<file path="src/source/remote_consts.svh">
`ifndef REMOTE_CONSTS_SVH
`define REMOTE_CONSTS_SVH

// core byte address
`define EVA_WIDTH 16

// data word, also the payload width
`define DATA_WIDTH 32

// one bank per x coordinate
`define NUM_BANKS 4
`define X_WIDTH 2

// word address inside one bank
`define EPA_WIDTH 8

// destination register tag
`define REG_ID_WIDTH 5

`endif

</file>
<file path="src/source/remote_pkg.sv">
`include "remote_consts.svh"

package remote_pkg;

  typedef enum logic [1:0] {
    e_remote_load    = 2'b00,
    e_remote_store   = 2'b01,
    e_remote_amo_add = 2'b10
  } remote_op_e;

  // which core port a response goes to
  typedef enum logic [1:0] {
    e_return_int_wb   = 2'b00,
    e_return_float_wb = 2'b01,
    e_return_ifetch   = 2'b10
  } return_type_e;

  typedef struct packed {
    logic is_float;
    logic is_ifetch;
  } load_info_s;

  // load view of the payload, info in the low bits
  typedef struct packed {
    logic [`DATA_WIDTH-$bits(load_info_s)-1:0] reserved;
    load_info_s info;
  } load_payload_s;

  // store and amo carry a data word, a load carries its info
  typedef union packed {
    logic [`DATA_WIDTH-1:0] data;
    load_payload_s load;
  } remote_payload_u;

endpackage

</file>
<file path="src/source/return_arbiter.sv">
`timescale 1ns/1ps
`include "remote_consts.svh"

module return_arbiter (
  input  logic clk_i
  , input  logic reset_i

  , input  logic [`NUM_BANKS-1:0]     ret_v_i
  , output logic [`NUM_BANKS-1:0]     ret_ready_o
  , input  logic [`DATA_WIDTH-1:0]    ret_data_i   [`NUM_BANKS]
  , input  logic [`REG_ID_WIDTH-1:0]  ret_reg_id_i [`NUM_BANKS]
  , input  remote_pkg::return_type_e  ret_type_i   [`NUM_BANKS]

  , output logic                      rv_o
  , input  logic                      rready_i
  , output logic [`DATA_WIDTH-1:0]    rdata_o
  , output logic [`REG_ID_WIDTH-1:0]  rreg_id_o
  , output remote_pkg::return_type_e  rtype_o
);

  logic [`X_WIDTH-1:0] ptr_q;
  logic [`X_WIDTH-1:0] grant_idx;
  logic                grant_found;

  function automatic logic [`X_WIDTH-1:0] wrap_idx(input logic [`X_WIDTH-1:0] base,
                                                   input int offs);
    int sum;
    sum = int'(base) + offs;
    if (sum >= `NUM_BANKS) begin
      sum = sum - `NUM_BANKS;
    end
    return `X_WIDTH'(sum);
  endfunction

  // first valid bank at or after the pointer
  always_comb begin
    grant_found = 1'b0;
    grant_idx   = '0;
    for (int k = 0; k < `NUM_BANKS; k++) begin
      if (!grant_found && ret_v_i[wrap_idx(ptr_q, k)]) begin
        grant_found = 1'b1;
        grant_idx   = wrap_idx(ptr_q, k);
      end
    end
  end

  assign rv_o      = grant_found;
  assign rdata_o   = ret_data_i[grant_idx];
  assign rreg_id_o = ret_reg_id_i[grant_idx];
  assign rtype_o   = ret_type_i[grant_idx];

  always_comb begin
    for (int i = 0; i < `NUM_BANKS; i++) begin
      ret_ready_o[i] = grant_found & rready_i & (grant_idx == `X_WIDTH'(i));
    end
  end

  // a stalled grant pins the pointer so the output stays put
  always_ff @(posedge clk_i) begin
    if (reset_i) begin
      ptr_q <= '0;
    end else if (rv_o && rready_i) begin
      ptr_q <= wrap_idx(grant_idx, 1);
    end else if (rv_o) begin
      ptr_q <= grant_idx;
    end
  end

endmodule

</file>
<file path="config.mk">
export PLATFORM = sky130hd
export DESIGN_NAME = return_arbiter
export DESIGN_NICKNAME = d
export VERILOG_FILES = /design/src/source/remote_pkg.sv /design/src/source/return_arbiter.sv
export VERILOG_INCLUDE_DIRS = /design/src /design/src/source
export SDC_FILE = /design/constraint.sdc
export NUM_CORES = 1
export LEC_CHECK = 0
export BUFFER_PORTS_ARGS = -buffer_cell sky130_fd_sc_hd__buf_4
export CAP_MARGIN = 20
export CORE_AREA = 2 2 80 82
export DETAILED_ROUTE_END_ITERATION = 8
export DIE_AREA = 0 0 82 84
export PLACE_DENSITY_LB_ADDON = 0.08
export SYNTH_ARGS = -nofsm -noshare
export SYNTH_HDL_FRONTEND = slang
export SYNTH_SLANG_ARGS = --single-unit
</file>
<file path="constraint.sdc">
create_clock -name clk_i -period 2 [get_ports clk_i]
set_clock_uncertainty 0.1 [all_clocks]
set_input_delay 0.2 -clock clk_i [delete_from_list [all_inputs] [get_ports clk_i]]
set_output_delay 0.2 -clock clk_i [all_outputs]
set_load 0.01 [all_outputs]
</file>
[Word level (Yosys, flattened, before mapping)]
Cells that the tools add are included.
Word-level totals
  flip-flop bits (word level): 2
  bits in latches: 0
  memory bits (writable): 0
  memory bits (read-only): 0
  bits of input ports: 163
  output and inout port bits: 44
  logic and storage cells: 70
  memories kept: 0
Cells by class
  add/sub/neg operators: 9
  multipliers: 0
  divide/modulo/power cells: 0
  magnitude comparators: 10
  eq/ne operators: 3
  shifts and indexed selects: 0
  muxes and demuxes: 32
  bitwise operators: 6
  reductions and logical operators: 9
Operators by type and width (number)
  binary-select mux 32 bit (select 2 bit): 1
  two-way mux 32 bit: 2
  two-way mux 2 bit: 13
  greater-or-equal comparator 3 bit (second input constant): 5
  less-than comparator 2 x 3 -> 1 bit (second input constant): 4
  binary-select mux 5 bit (select 2 bit): 1
  two-way mux 5 bit: 2
  subtractor 2 x 1 -> 2 bit (second input constant): 5
  binary-select mux 1 bit (select 2 bit): 4
  two-way mux 1 bit: 8
  adder 2 x 1 -> 3 bit (second input constant): 2
  adder 2 x 2 -> 3 bit (second input constant): 2
  AND 1 bit: 5
  binary-select mux 2 bit (select 2 bit): 1
  == test 2 bit (second input constant): 2
  logical AND 1 bit: 4
  greater-or-equal comparator 2 x 3 -> 1 bit (second input constant): 1
  logical NOT 1 bit: 3
  NOT 2 -> 3 bit: 1
  == test 2 x 1 -> 1 bit (second input constant): 1
  logical NOT 2 bit: 1
  nonzero test 2 bit: 1

[Longest topological paths before layout]
  word-level depth: 18
  mapped depth: 8
  depth with buffers taken out: 6

[Least setup slack after synthesis]
No wires, ideal clock.
  kind: register -> register
  start: register ptr_q[1]
  end: register ptr_q[1]
  setup time: 138 ps
  arrival: 1664 ps
  data required time: 1762 ps
  setup slack: 98 ps
  cell stages (with the launch flop): 9
  path buffers: 2
  cells stage by stage: dfxtp_1 > mux2i_1 > nor2_1 > a311oi_1 > buf_4 > buf_4 > ha_1 > mux2i_1 > a211oi_1
Between the ends
  longest elaborated chain between the ends: 18
Ends and longest elaborated chain
  start, declared: line return_arbiter.sv:21  | logic [`X_WIDTH-1:0] ptr_q;
  start signal, assigned: line return_arbiter.sv:63  | ptr_q <= wrap_idx(grant_idx, 1);
  start signal, assigned: line return_arbiter.sv:65  | ptr_q <= grant_idx;
  branches (longest 18 deep; another with adder 2 x 1 -> 3 bit)
Several ways; the timed one is not identified. The select of a mux whose other input is x is not followed.
A chain may end at the register's enable or synchronous reset.

[Worst setup path in the final report]
  start: register ptr_q[1]
  end: output port rreg_id_o[0]
Between the ends
  longest elaborated chain between the ends: 18
Ends and longest elaborated chain
  branches (longest 13 deep; another with adder 2 x 1 -> 3 bit)
  two-way mux 2 bit *: line return_arbiter.sv:40  | if (!grant_found && ret_v_i[wrap_idx(ptr_q, k)]) begin
  NOT 2 -> 3 bit (implied by the code) *: line return_arbiter.sv:49  | assign rreg_id_o = ret_reg_id_i[grant_idx];
  binary-select mux 5 bit (select 2 bit) *: line return_arbiter.sv:49
  two-way mux 5 bit (implied by the code) * (2 in series): line return_arbiter.sv:49
  end, declared: line return_arbiter.sv:17  | , output logic [`REG_ID_WIDTH-1:0] rreg_id_o
Every way passes the cells marked *. The select of a mux whose other input is x is not followed.

==> summary.md <==
| Metric | Value |
|---|---|
| Post-synthesis register bit count | 2 |
| Static Leak | ~0.0019 uW |
| DRC Markers | 0 |
| Initial core utilization | 0.249 |
| Slew at the pin closest to its max-slew limit | about 280 ps |
| Critical path data arrival time | approximately 1800 ps |
| FILL cells | approximately 560 |
| Die Y | 84 um |
| Critical path class | reg -> out |
| Regs by FF count | ptr_q x2 |
| CTS tree | built |
| Detail-routed via count per cell | 4.63 |
| Failing checks | negative setup slack |
| Final period utilization | 1.05 |
| Die W | between 80 and 90 um |
| Mapped Avg Cell Area | 9.56 um^2 |
| Multi-input gate area | approximately 1400 um^2 |
| Synth warn | 0 |
| Area Overhead vs Synth | 141% |
| Commonest non-fill, non-tap cell in the layout | buf_4 |
| CP Data Required Time | 1700 ps |
| Place WS | -26.0 ps |
| Seq/Total Area, Yosys | 0.0263 |
| First-pass GRT wire length | 9640 um |
| Initial antenna violation count | 0 |
| Global-route usage over all layers | 0.173 |
| Cell count after synthesis | 159 |
| CTS buffer count | 3 |
| Unique masters post-synth | 22 |
| I/O Buffers | roughly 200 |
| I/O pin total | 207 |
| Most frequent cells in the layout | buf_4 (213), mux2i_1 (114), buf_12 (10) |
| Reg with most FFs | ptr_q |
| Wirelength, routed | 6580 um |
| Reg clk slew, reported paths | 30 ps |
| Outcome | finished with violations |
| MaxCap Viol Count | 0 |
| Routed Antenna Nets | 0 |
| Drt first pass iters | 4 |
| Clock Latency Late Sink | 210 ps |
| Post-DP HPWL | 5320 um |
| Nets | 550 |
| Crit end category | output pin |
| Hold_buf cts | 0 |
| Die Area | 6890 um^2 |
| Layout Cell Area excl Fill | 3660 um^2 |
| CP Launch Type | flip-flop |
| Post-synth top area share | 0.784 |
| Final Max Tran Viols | 0 |
| Min-delay worst type | in -> reg |
| Area post-placement | between 3000 and 4000 um^2 |
| Gp weighted congestion | 0.705 |
| Fin. Hold Viols | 0 |
| Syn_nets | 323 |
| DR iter-0 viols | 18 |
| Final setup margin | -96.2 ps |
| Pwr/cell area | 505 nW/um^2 |
| Final setup violation count | 38 |
| Total clock sinks | 2 |
| Ant diodes | 0 |
| Largest cells by area after synthesis | mux2i_1 (78%), buf_6 (5.9%), dfxtp_1 (2.6%) |
| Area of the core | 6100 um^2 |
| Fraction of layout cells with a size suffix above 1 | 0.661 |
| Synth area leader | mux2i_1 |
| Max FFs per register | 2 |
| RSZ-0062 raised after global routing | true |
| Slew HR | 0.815 |
| CTS root buf | clkbuf_8 |
| Via count | 2135 |
| Num rows | 29 |
| Overflow after GRT | 0 |
| Minimum clock period | 2100 ps |
| Vias in the first global route | 2112 |
| Post-Syn Area | 1520 um^2 |
| Drt wl/cell | 14.3 um |
| VDD IR max | 0.348 mV |
| Worst Path Max Fanout | 5 |
| Largest net degree at the start of global routing | 22 |
| Clock Path Buffers | 2 |
| FF/Latch Area | approximately 45 um^2 |
| Fmax achieved | 477 MHz |
| H-tree depth | 1 |
[metal layers]
metal	GRT usage	part of all wire
met1	0.190	0.34
met4	0.0561	0.020
met3	0.0444	0.12
met5	0	0
met2	0.315	0.52
[worst max-delay path, stage by stage, from the launching register on]
cell and delay [ps]:
dfxtp_4 360, mux2i_1 170, nor2_1 80, a311oi_4 260
buf_6 210, buf_12 140, mux2i_4 230, buf_6 130
[area by class of cell]
cell class / instances / share of cell area
clock buffer: 3 / 0.0113
inverter: 2 / 0.00205
multi-input combinational: 140 / 0.381
sequential: 2 / 0.0123
tap: 77 / 0.0263
timing repair buffer: 237 / 0.567
[timing repair]
item	CTS	global route
gates resized for setup	11	11
pin swaps	2	3
endpoints found under the setup margin	41	42
gates cloned	4	3
buffers inserted	7	3
[worst paths after layout]
kind / slack, ps / to / from / cells after the start
worst min register to register: 440 / ptr_q[0] / ptr_q[0] / 2
worst max register to register: 230 / ptr_q[1] / ptr_q[1] / 7
worst min-delay path: 60 / ptr_q[0] / reset_i / 2
worst max-delay path: -100 / rreg_id_o[0] / ptr_q[1] / 7
[stage by stage]
step           std cells  utilization  total power, uW  hold slack (ps)  TNS (ps)
4_1_cts              456        0.578             1790             54.8     -2720
3_5_place_dp         443        0.536             1450              278     -35.2
2_1_floorplan        159            -              771              165         0
3_3_place_gp         443        0.536             1440              273         0
6_report             461        0.600             1850             56.2     -2140
5_1_grt              461        0.600             1980             49.9     -6620
[logic make-up (layout without fill, tap and decap cells)]
family	count (synthesis)	after routing	synth area share
muxes	119	119	0.784
buffers and inverters	17	242	0.0947
xor gates and xnor gates	1	1	0.00576
DFF	2	2	0.0263
and+or+nand+nor	11	11	0.0362
adders and majority gates	1	1	0.00823
AOI/OAI and AO/OA	8	8	0.0453
[power by group]
part	switching, uW	leakage (uW)	total, uW	internal (uW)
clock	27.8	0.0000216	155	127
combinational	608	0.00186	1640	1030
sequential	7.19	0.0000175	55.4	48.2
total	643	0.00190	1850	1210
[synth_stat cells, drive strengths merged]
cell    count
mux2i     119
buf        14
nor2        4
a21oi       3
a211oi      2
dfxtp       2
inv         2
nand2       2
a311oi      1
and3        1
clkbuf      1
ha          1
nand2b      1
nor3        1
nor3b       1
o21ai       1
o2bb2a      1
or4         1
xnor2       1
(Power assumes the default switching activity.)
