==> config.mk <==
export PLATFORM = sky130hd
export DESIGN_NAME = network_tx
export DESIGN_NICKNAME = d
export VERILOG_FILES = /design/src/source/remote_pkg.sv /design/src/source/eva_to_npa.sv /design/src/source/network_tx.sv
export VERILOG_INCLUDE_DIRS = /design/src /design/src/source
export SDC_FILE = /design/constraint.sdc
export NUM_CORES = 1
export LEC_CHECK = 0
export BUFFER_PORTS_ARGS = -buffer_cell sky130_fd_sc_hd__buf_4
export CAP_MARGIN = 20
export CORE_AREA = 2 2 107 109
export DETAILED_ROUTE_END_ITERATION = 12
export DIE_AREA = 0 0 109 111
export GPL_ROUTABILITY_DRIVEN = 0
export MAX_ROUTING_LAYER = met4
export PLACE_DENSITY = 0.53
export SETUP_SLACK_MARGIN = 0.1
export SLEW_MARGIN = 15
export SYNTH_ARGS = -nofsm -noshare
export SYNTH_HDL_FRONTEND = slang
export SYNTH_SLANG_ARGS = --single-unit
==> constraint.sdc <==
create_clock -name vclk -period 2.6
set_clock_uncertainty 0.15 [all_clocks]
set_input_delay 0.52 -clock vclk [all_inputs]
set_output_delay 0.52 -clock vclk [all_outputs]
set_load 0.03 [all_outputs]
==> src/source/remote_consts.svh <==
`ifndef REMOTE_CONSTS_SVH
`define REMOTE_CONSTS_SVH

// core byte address
`define EVA_WIDTH 16

// data word, also the payload width
`define DATA_WIDTH 32

// one bank per x coordinate
`define NUM_BANKS 4
`define X_WIDTH 2

// word address inside one bank
`define EPA_WIDTH 8

// destination register tag
`define REG_ID_WIDTH 5

`endif

==> src/source/remote_pkg.sv <==
`include "remote_consts.svh"

package remote_pkg;

  typedef enum logic [1:0] {
    e_remote_load    = 2'b00,
    e_remote_store   = 2'b01,
    e_remote_amo_add = 2'b10
  } remote_op_e;

  // which core port a response goes to
  typedef enum logic [1:0] {
    e_return_int_wb   = 2'b00,
    e_return_float_wb = 2'b01,
    e_return_ifetch   = 2'b10
  } return_type_e;

  typedef struct packed {
    logic is_float;
    logic is_ifetch;
  } load_info_s;

  // load view of the payload, info in the low bits
  typedef struct packed {
    logic [`DATA_WIDTH-$bits(load_info_s)-1:0] reserved;
    load_info_s info;
  } load_payload_s;

  // store and amo carry a data word, a load carries its info
  typedef union packed {
    logic [`DATA_WIDTH-1:0] data;
    load_payload_s load;
  } remote_payload_u;

endpackage

==> src/source/eva_to_npa.sv <==
`timescale 1ns/1ps
`include "remote_consts.svh"

module eva_to_npa (
  input  logic [`EVA_WIDTH-1:0] eva_i
  , input  logic                  dram_enable_i
  , input  logic [`X_WIDTH-1:0]   tgo_x_i
  , output logic [`X_WIDTH-1:0]   x_o
  , output logic [`EPA_WIDTH-1:0] epa_o
  , output logic                  invalid_o
);

  logic [1:0]          region;
  logic [`X_WIDTH:0]   tg_x_sum;

  assign region = eva_i[`EVA_WIDTH-1 -: 2];

  // tile-group offset, one bit wider to catch overflow
  assign tg_x_sum = {1'b0, tgo_x_i} + (`X_WIDTH+1)'(eva_i[13:12]);

  always_comb begin
    x_o       = '0;
    epa_o     = '0;
    invalid_o = 1'b1;
    case (region)
      // striped over all banks by word
      2'b10: begin
        x_o       = eva_i[2 +: `X_WIDTH];
        epa_o     = eva_i[4 +: `EPA_WIDTH];
        invalid_o = ~dram_enable_i | (eva_i[13:12] != 2'b00);
      end
      // tile-group, one bank per window
      2'b01: begin
        x_o       = tg_x_sum[`X_WIDTH-1:0];
        epa_o     = eva_i[2 +: `EPA_WIDTH];
        invalid_o = (tg_x_sum >= `NUM_BANKS) | (eva_i[11:10] != 2'b00);
      end
      default: begin
        invalid_o = 1'b1;
      end
    endcase
  end

endmodule

==> src/source/network_tx.sv <==
`timescale 1ns/1ps
`include "remote_consts.svh"

module network_tx (
  input  logic clk_i
  , input  logic reset_i
  , input  logic dram_enable_i
  , input  logic [`X_WIDTH-1:0] tgo_x_i

  // core request side
  , input  logic                          req_v_i
  , output logic                          req_ready_o
  , input  logic [`EVA_WIDTH-1:0]         req_addr_i
  , input  logic [`DATA_WIDTH-1:0]        req_data_i
  , input  logic [`DATA_WIDTH/8-1:0]      req_mask_i
  , input  remote_pkg::remote_op_e        req_op_i
  , input  logic [`REG_ID_WIDTH-1:0]      req_reg_id_i
  , input  remote_pkg::load_info_s        req_load_info_i
  , output logic                          invalid_eva_o

  // outgoing packet
  , output logic                          pkt_v_o
  , input  logic                          pkt_ready_i
  , output logic [`X_WIDTH-1:0]           pkt_x_o
  , output logic [`EPA_WIDTH-1:0]         pkt_epa_o
  , output remote_pkg::remote_op_e        pkt_op_o
  , output logic [`DATA_WIDTH/8-1:0]      pkt_mask_o
  , output logic [`REG_ID_WIDTH-1:0]      pkt_reg_id_o
  , output remote_pkg::remote_payload_u   pkt_payload_o

  // merged bank responses
  , input  logic                          rv_i
  , output logic                          rready_o
  , input  logic [`DATA_WIDTH-1:0]        rdata_i
  , input  logic [`REG_ID_WIDTH-1:0]      rreg_id_i
  , input  remote_pkg::return_type_e      rtype_i

  // core response classes
  , output logic                          int_resp_v_o
  , input  logic                          int_resp_ready_i
  , output logic [`DATA_WIDTH-1:0]        int_resp_data_o
  , output logic [`REG_ID_WIDTH-1:0]      int_resp_rd_o
  , output logic                          float_resp_v_o
  , input  logic                          float_resp_ready_i
  , output logic [`DATA_WIDTH-1:0]        float_resp_data_o
  , output logic [`REG_ID_WIDTH-1:0]      float_resp_rd_o
  , output logic                          ifetch_v_o
  , input  logic                          ifetch_ready_i
  , output logic [`DATA_WIDTH-1:0]        ifetch_instr_o
);

  logic invalid_addr;

  eva_to_npa eva2npa (
    .eva_i         (req_addr_i)
    , .dram_enable_i (dram_enable_i)
    , .tgo_x_i       (tgo_x_i)
    , .x_o           (pkt_x_o)
    , .epa_o         (pkt_epa_o)
    , .invalid_o     (invalid_addr)
  );

  // payload view depends on the op
  always_comb begin
    if (req_op_i == remote_pkg::e_remote_load) begin
      pkt_payload_o.load.reserved = '0;
      pkt_payload_o.load.info     = req_load_info_i;
    end else begin
      pkt_payload_o.data = req_data_i;
    end
  end

  assign pkt_op_o     = req_op_i;
  assign pkt_mask_o   = req_mask_i;
  assign pkt_reg_id_o = req_reg_id_i;

  // bad address is swallowed without a packet
  assign pkt_v_o       = req_v_i & ~invalid_addr;
  assign invalid_eva_o = req_v_i & invalid_addr;
  assign req_ready_o   = invalid_addr | pkt_ready_i;

  assign int_resp_data_o   = rdata_i;
  assign int_resp_rd_o     = rreg_id_i;
  assign float_resp_data_o = rdata_i;
  assign float_resp_rd_o   = rreg_id_i;
  assign ifetch_instr_o    = rdata_i;

  always_comb begin
    int_resp_v_o   = 1'b0;
    float_resp_v_o = 1'b0;
    ifetch_v_o     = 1'b0;
    case (rtype_i)
      remote_pkg::e_return_ifetch: begin
        ifetch_v_o = rv_i;
        rready_o   = ifetch_ready_i;
      end
      remote_pkg::e_return_float_wb: begin
        float_resp_v_o = rv_i;
        rready_o       = float_resp_ready_i;
      end
      default: begin
        int_resp_v_o = rv_i;
        rready_o     = int_resp_ready_i;
      end
    endcase
  end

  // a stalled return keeps the class outputs still
  ret_hold_a: assert property (
    @(posedge clk_i) disable iff (reset_i)
    rv_i && !rready_o |=> rv_i && $stable(rdata_i) && $stable(rreg_id_i)
                          && $stable(rtype_i)
  ) else $error("return changed while stalled");

endmodule

### Yosys cells after proc, flatten, opt, wreduce, memory -nomap -nowiden

Index checks and enable logic that the tools add are counted.

* register bits: 0
* output and inout bits: 166
* word-level logic and storage cells: 25

* add/subtract/negate cells: 1
* order comparisons: 1
* equal/unequal tests: 4
* muxes and demuxes: 8
* bitwise gates (word level): 7
* reduce and logical (&&, ||, !) cells: 4

Operator list (number)
* two-way mux 32 bit: 1
* one-hot mux 8 bit (2 select lines): 1
* equality test 2 x 1 -> 1 bit (second input constant): 2
* equality test 2 bit (second input constant): 2
* one-hot mux 1 bit (2 select lines): 2
* one-hot mux 2 bit (2 select lines): 1
* nonzero test 2 bit: 2
* adder 2 x 2 -> 3 bit: 1
* >= comparator 3 bit (second input constant): 1
* two-way mux 1 bit: 3
* OR 1 bit: 3
* AND 1 bit: 2
* logical NOT 2 bit: 1
* inverter 1 bit: 2
* OR reduction 2 bit: 1

### Depth between registers and ports, before layout

* depth after elaboration: 6
* depth in mapped cells: 6
* gate-level depth less buffers: 6

### Modules after synthesis

A second synthesis with hierarchy kept.

* cells, all modules: 202
* area, all modules: 1458.9 um2

Modules (own cells, without submodules)
* network_tx: times used 1, cells an instance 166, area an instance 1227.4 um2, sequential area each 0.0 um2
* eva_to_npa: times used 1, cells an instance 36, area an instance 231.5 um2, sequential area each 0.0 um2

### Worst setup path after synthesis

Ideal clock, no wire load.

* kind: input to output
* start point: input port tgo_x_i[0]
* end point: output port pkt_v_o
* arrival: 1.877 ns
* required time: 1.930 ns
* slack: 0.053 ns
* cell stages on the path: 6
* path buffers: 0
* path through: ha_1 inv_1 fa_1 or3b_1 a221oi_2 and2_1

* cells in the longest elaborated chain, start to end: 6

Ends and longest elaborated chain
* from (decl): line network_tx.sv:8 `` , input logic [`X_WIDTH-1:0] tgo_x_i ``
* adder 2 x 2 -> 3 bit: line eva_to_npa.sv:19 `` assign tg_x_sum = {1'b0, tgo_x_i} + (`X_WIDTH+1)'(eva_i[13:12]); ``
* >= comparator 3 bit (no line)
* OR 1 bit: line eva_to_npa.sv:36 `` invalid_o = (tg_x_sum >= `NUM_BANKS) | (eva_i[11:10] != 2'b00); ``
* one-hot mux 1 bit (2 select lines): line eva_to_npa.sv:25 `case (region)`
* inverter 1 bit: line network_tx.sv:78 `assign pkt_v_o = req_v_i & ~invalid_addr;`
* AND 1 bit: line network_tx.sv:78
* to (decl): line network_tx.sv:22 `, output logic pkt_v_o`

No other way between the ends.

### Final worst setup path

* start point: input port req_addr_i[12]
* end point: output port pkt_v_o

* cells in the longest elaborated chain, start to end: 6
* elaborated cells on any way between the ends: 8

Ends and longest elaborated chain
* from (decl): line network_tx.sv:13 `` , input logic [`EVA_WIDTH-1:0] req_addr_i ``
* adder 2 x 2 -> 3 bit: line eva_to_npa.sv:19
* >= comparator 3 bit (no line)
* OR 1 bit: line eva_to_npa.sv:36
* one-hot mux 1 bit (2 select lines) *: line eva_to_npa.sv:25
* inverter 1 bit *: line network_tx.sv:78
* AND 1 bit *: line network_tx.sv:78

Every way passes the cells marked *; elsewhere a longest branch is shown, timed or not.

==> summary.md <==
| Metric | Value |
|---|---|
| Status | finished with violations |
| Failing checks | negative setup slack |
| Vias per cell | 3.25 |
| Net Sw Frac | 53.7% |
| Total die area | 12,100 um^2 |
| Final nets | 314 |
| Post-layout util | 14.7% |
| Fin area | 1630 um^2 |
| Hpwl dp | 4420 um |
| Grt met1 use | 6.47% |
| DRC | 0 |
| FILL cells | 1,272 |
| Drt pass-1 iters | 2 |
| Sw power | 0.195 mW |
| DIE WIDTH | 109 um |
| Crit share post-route | 102% |
| Reg area | 0 um^2 |
| Die Y | 111 um |
| Starting DRT DRC Count | 39 |
| Largest net degree at the start of global routing | 25 |
| Vias | 1,098 |
| Pwr Density | 223 nW/um^2 |
| Total gr overflow | 0 |
| Clk pwr share | 0% |
| Most frequent cells in the layout | 112 x buf_4, 31 x nor2b_1, 10 x a22oi_1 |
| WL final | 4680 um |
| Hold-fix buffers, CTS | 0 |
| First-pass GRT wire length | 6410 um |
| Min-Delay Path Class | input pin to output port |
| Synth unique cells | 16 |
| Ports | 277 |
| Sequential area share after synthesis | 0% |
| ANT cells | 0 |
| Grt met2 use | 13.3% |
| Place WS | -183 ps |
| Type of the worst setup path | input pin to output port |
| Met3 Use GR | 1.70% |
| Placement row count | 39 |
| Final WS setup | -63.5 ps |
| Max_cap viols | 0 |
| Logic pwr share | 100.0% |
| Number of global-route vias before repair | 1,084 |
| Clock buf count | 0 |
| Endpoints failing setup | 3 |
| P&R area growth vs syn | 14.1% |
| Slew @ Worst Pin | 337 ps |
| Sequential share of power | 0% |
| Fmax | 375 MHz |
| Cell Area, Synth | 1430 um^2 |
| Post-DP Area | 1580 um^2 |
| WL/cell | 13.8 um |
| Internal power | 0.168 mW |
| RSZ-0062 raised after global routing | yes |
| Rel. slew slack | 77.5% |
| Arr. time, crit path | 1990 ps |
| Minimum clock period | 2660 ps |
| Cell count after synthesis | 202 |
| Seq_cells | 0 |
| Initial antenna violation count | 0 |
| Synth Warn # | 0 |
| Leak | 0.812 nW |
| Core footprint | 11,100 um^2 |
| Most Crowded Layer GR | met2 |
| Slew Viols, Final | 0 |
| Commonest non-fill, non-tap cell in the layout | buf_4 |
| Startpoint Class | input pin |
| Worst EP required | 1930 ps |
| Share of cells above drive strength 1 | 64.1% |
| Initial Utilization | 12.9% |
| Final-report hold violation count | 0 |
| Post-route ant nets | 0 |
| Crit. End Element | output port |
| GRT Overall Usage | 6.96% |
| Synthesized area per cell | 7.06 um^2 |
| CP Max Fanout | 3 |
| Number of port buffers | 112 |
| Syn Nets | 319 |
| Peak VDD IR | 0.0715 mV |
| Pwr Total | 0.363 mW |
critical path, stage by stage:
cell      delay (ps)
buf_8            100
ha_4             140
inv_2             40
fa_2             170
or3b_4           380
a221oi_4         330
and2_4           190
buf_6            120
logic make-up after synthesis:
logic type	Yosys count	synth area share (%)
buf+inv	130	65.0
simple gates	51	20.6
fa+ha+maj	6	5.79
compound gates	13	7.02
mux	2	1.58
what timing repair did:
action                                  4_1_cts  5_1_grt
pin swaps                                     4        4
hold endpoints to repair                      0        0
setup buffers                                 0        0
gates resized for setup                      10        2
endpoints found under the setup margin        3        3
cell type report:
cell class	instances	area [um^2]	area share [%]
Timing Repair Buffer	116	890	54.7
Multi-Input combinational cell	72	533	32.7
Tap cell	143	179	11.0
Inverter	7	26.3	1.61
metal layers:
layer | share of wire [%] | wire, um | vias to the layer above
li1 | - | - | 497
met1 | 30 | 1420 | 473
met2 | 54 | 2510 | 106
met3 | 12 | 581 | 22
met4 | 3.6 | 170 | 0
met5 | 0 | 0 | -
power by group through the flow:
stage          clock network, mW  registers, mW  logic [mW]
6_report                       0              0       0.363
5_1_grt                        0              0       0.386
4_1_cts                        0              0       0.364
3_5_place_dp                   0              0       0.357
3_3_place_gp                   0              0       0.354
2_1_floorplan                  0              0       0.510
path summary, 6_finish.rpt:
path                         endpoint  slack [ps]  depth (start not counted)            start
worst max-delay path          pkt_v_o         -60                          8   req_addr_i[12]
worst min-delay path  pkt_reg_id_o[4]         890                          0  req_reg_id_i[4]
per-stage QoR:
step	hold slack, ps	std cells	setup TNS (ps)
floorplan	1020	202	0
global placement	890	338	-227
detailed placement	890	338	-395
CTS	890	338	-211
global route	890	338	-278
finish	890	338	-80.1
cell usage after synthesis:
cell type  instances  area [um^2]
fa_1               1         20.0
ha_1               5         62.6
clkbuf_1           6         22.5
a22oi_1           10         75.1
nor2b_1           31          194
nand2b_1           2         12.5
mux2_2             2         22.5
a221oi_2           1         15.0
nand2_1            2         7.51
a21oi_1            1         5.00
or3b_1             2         17.5
buf_4            117          878
inv_1              7         26.3
o21ai_0            1         5.00
nor2_1            10         37.5
and2_1             4         25.0
No activity file was read; power rests on OpenSTA's default activity.
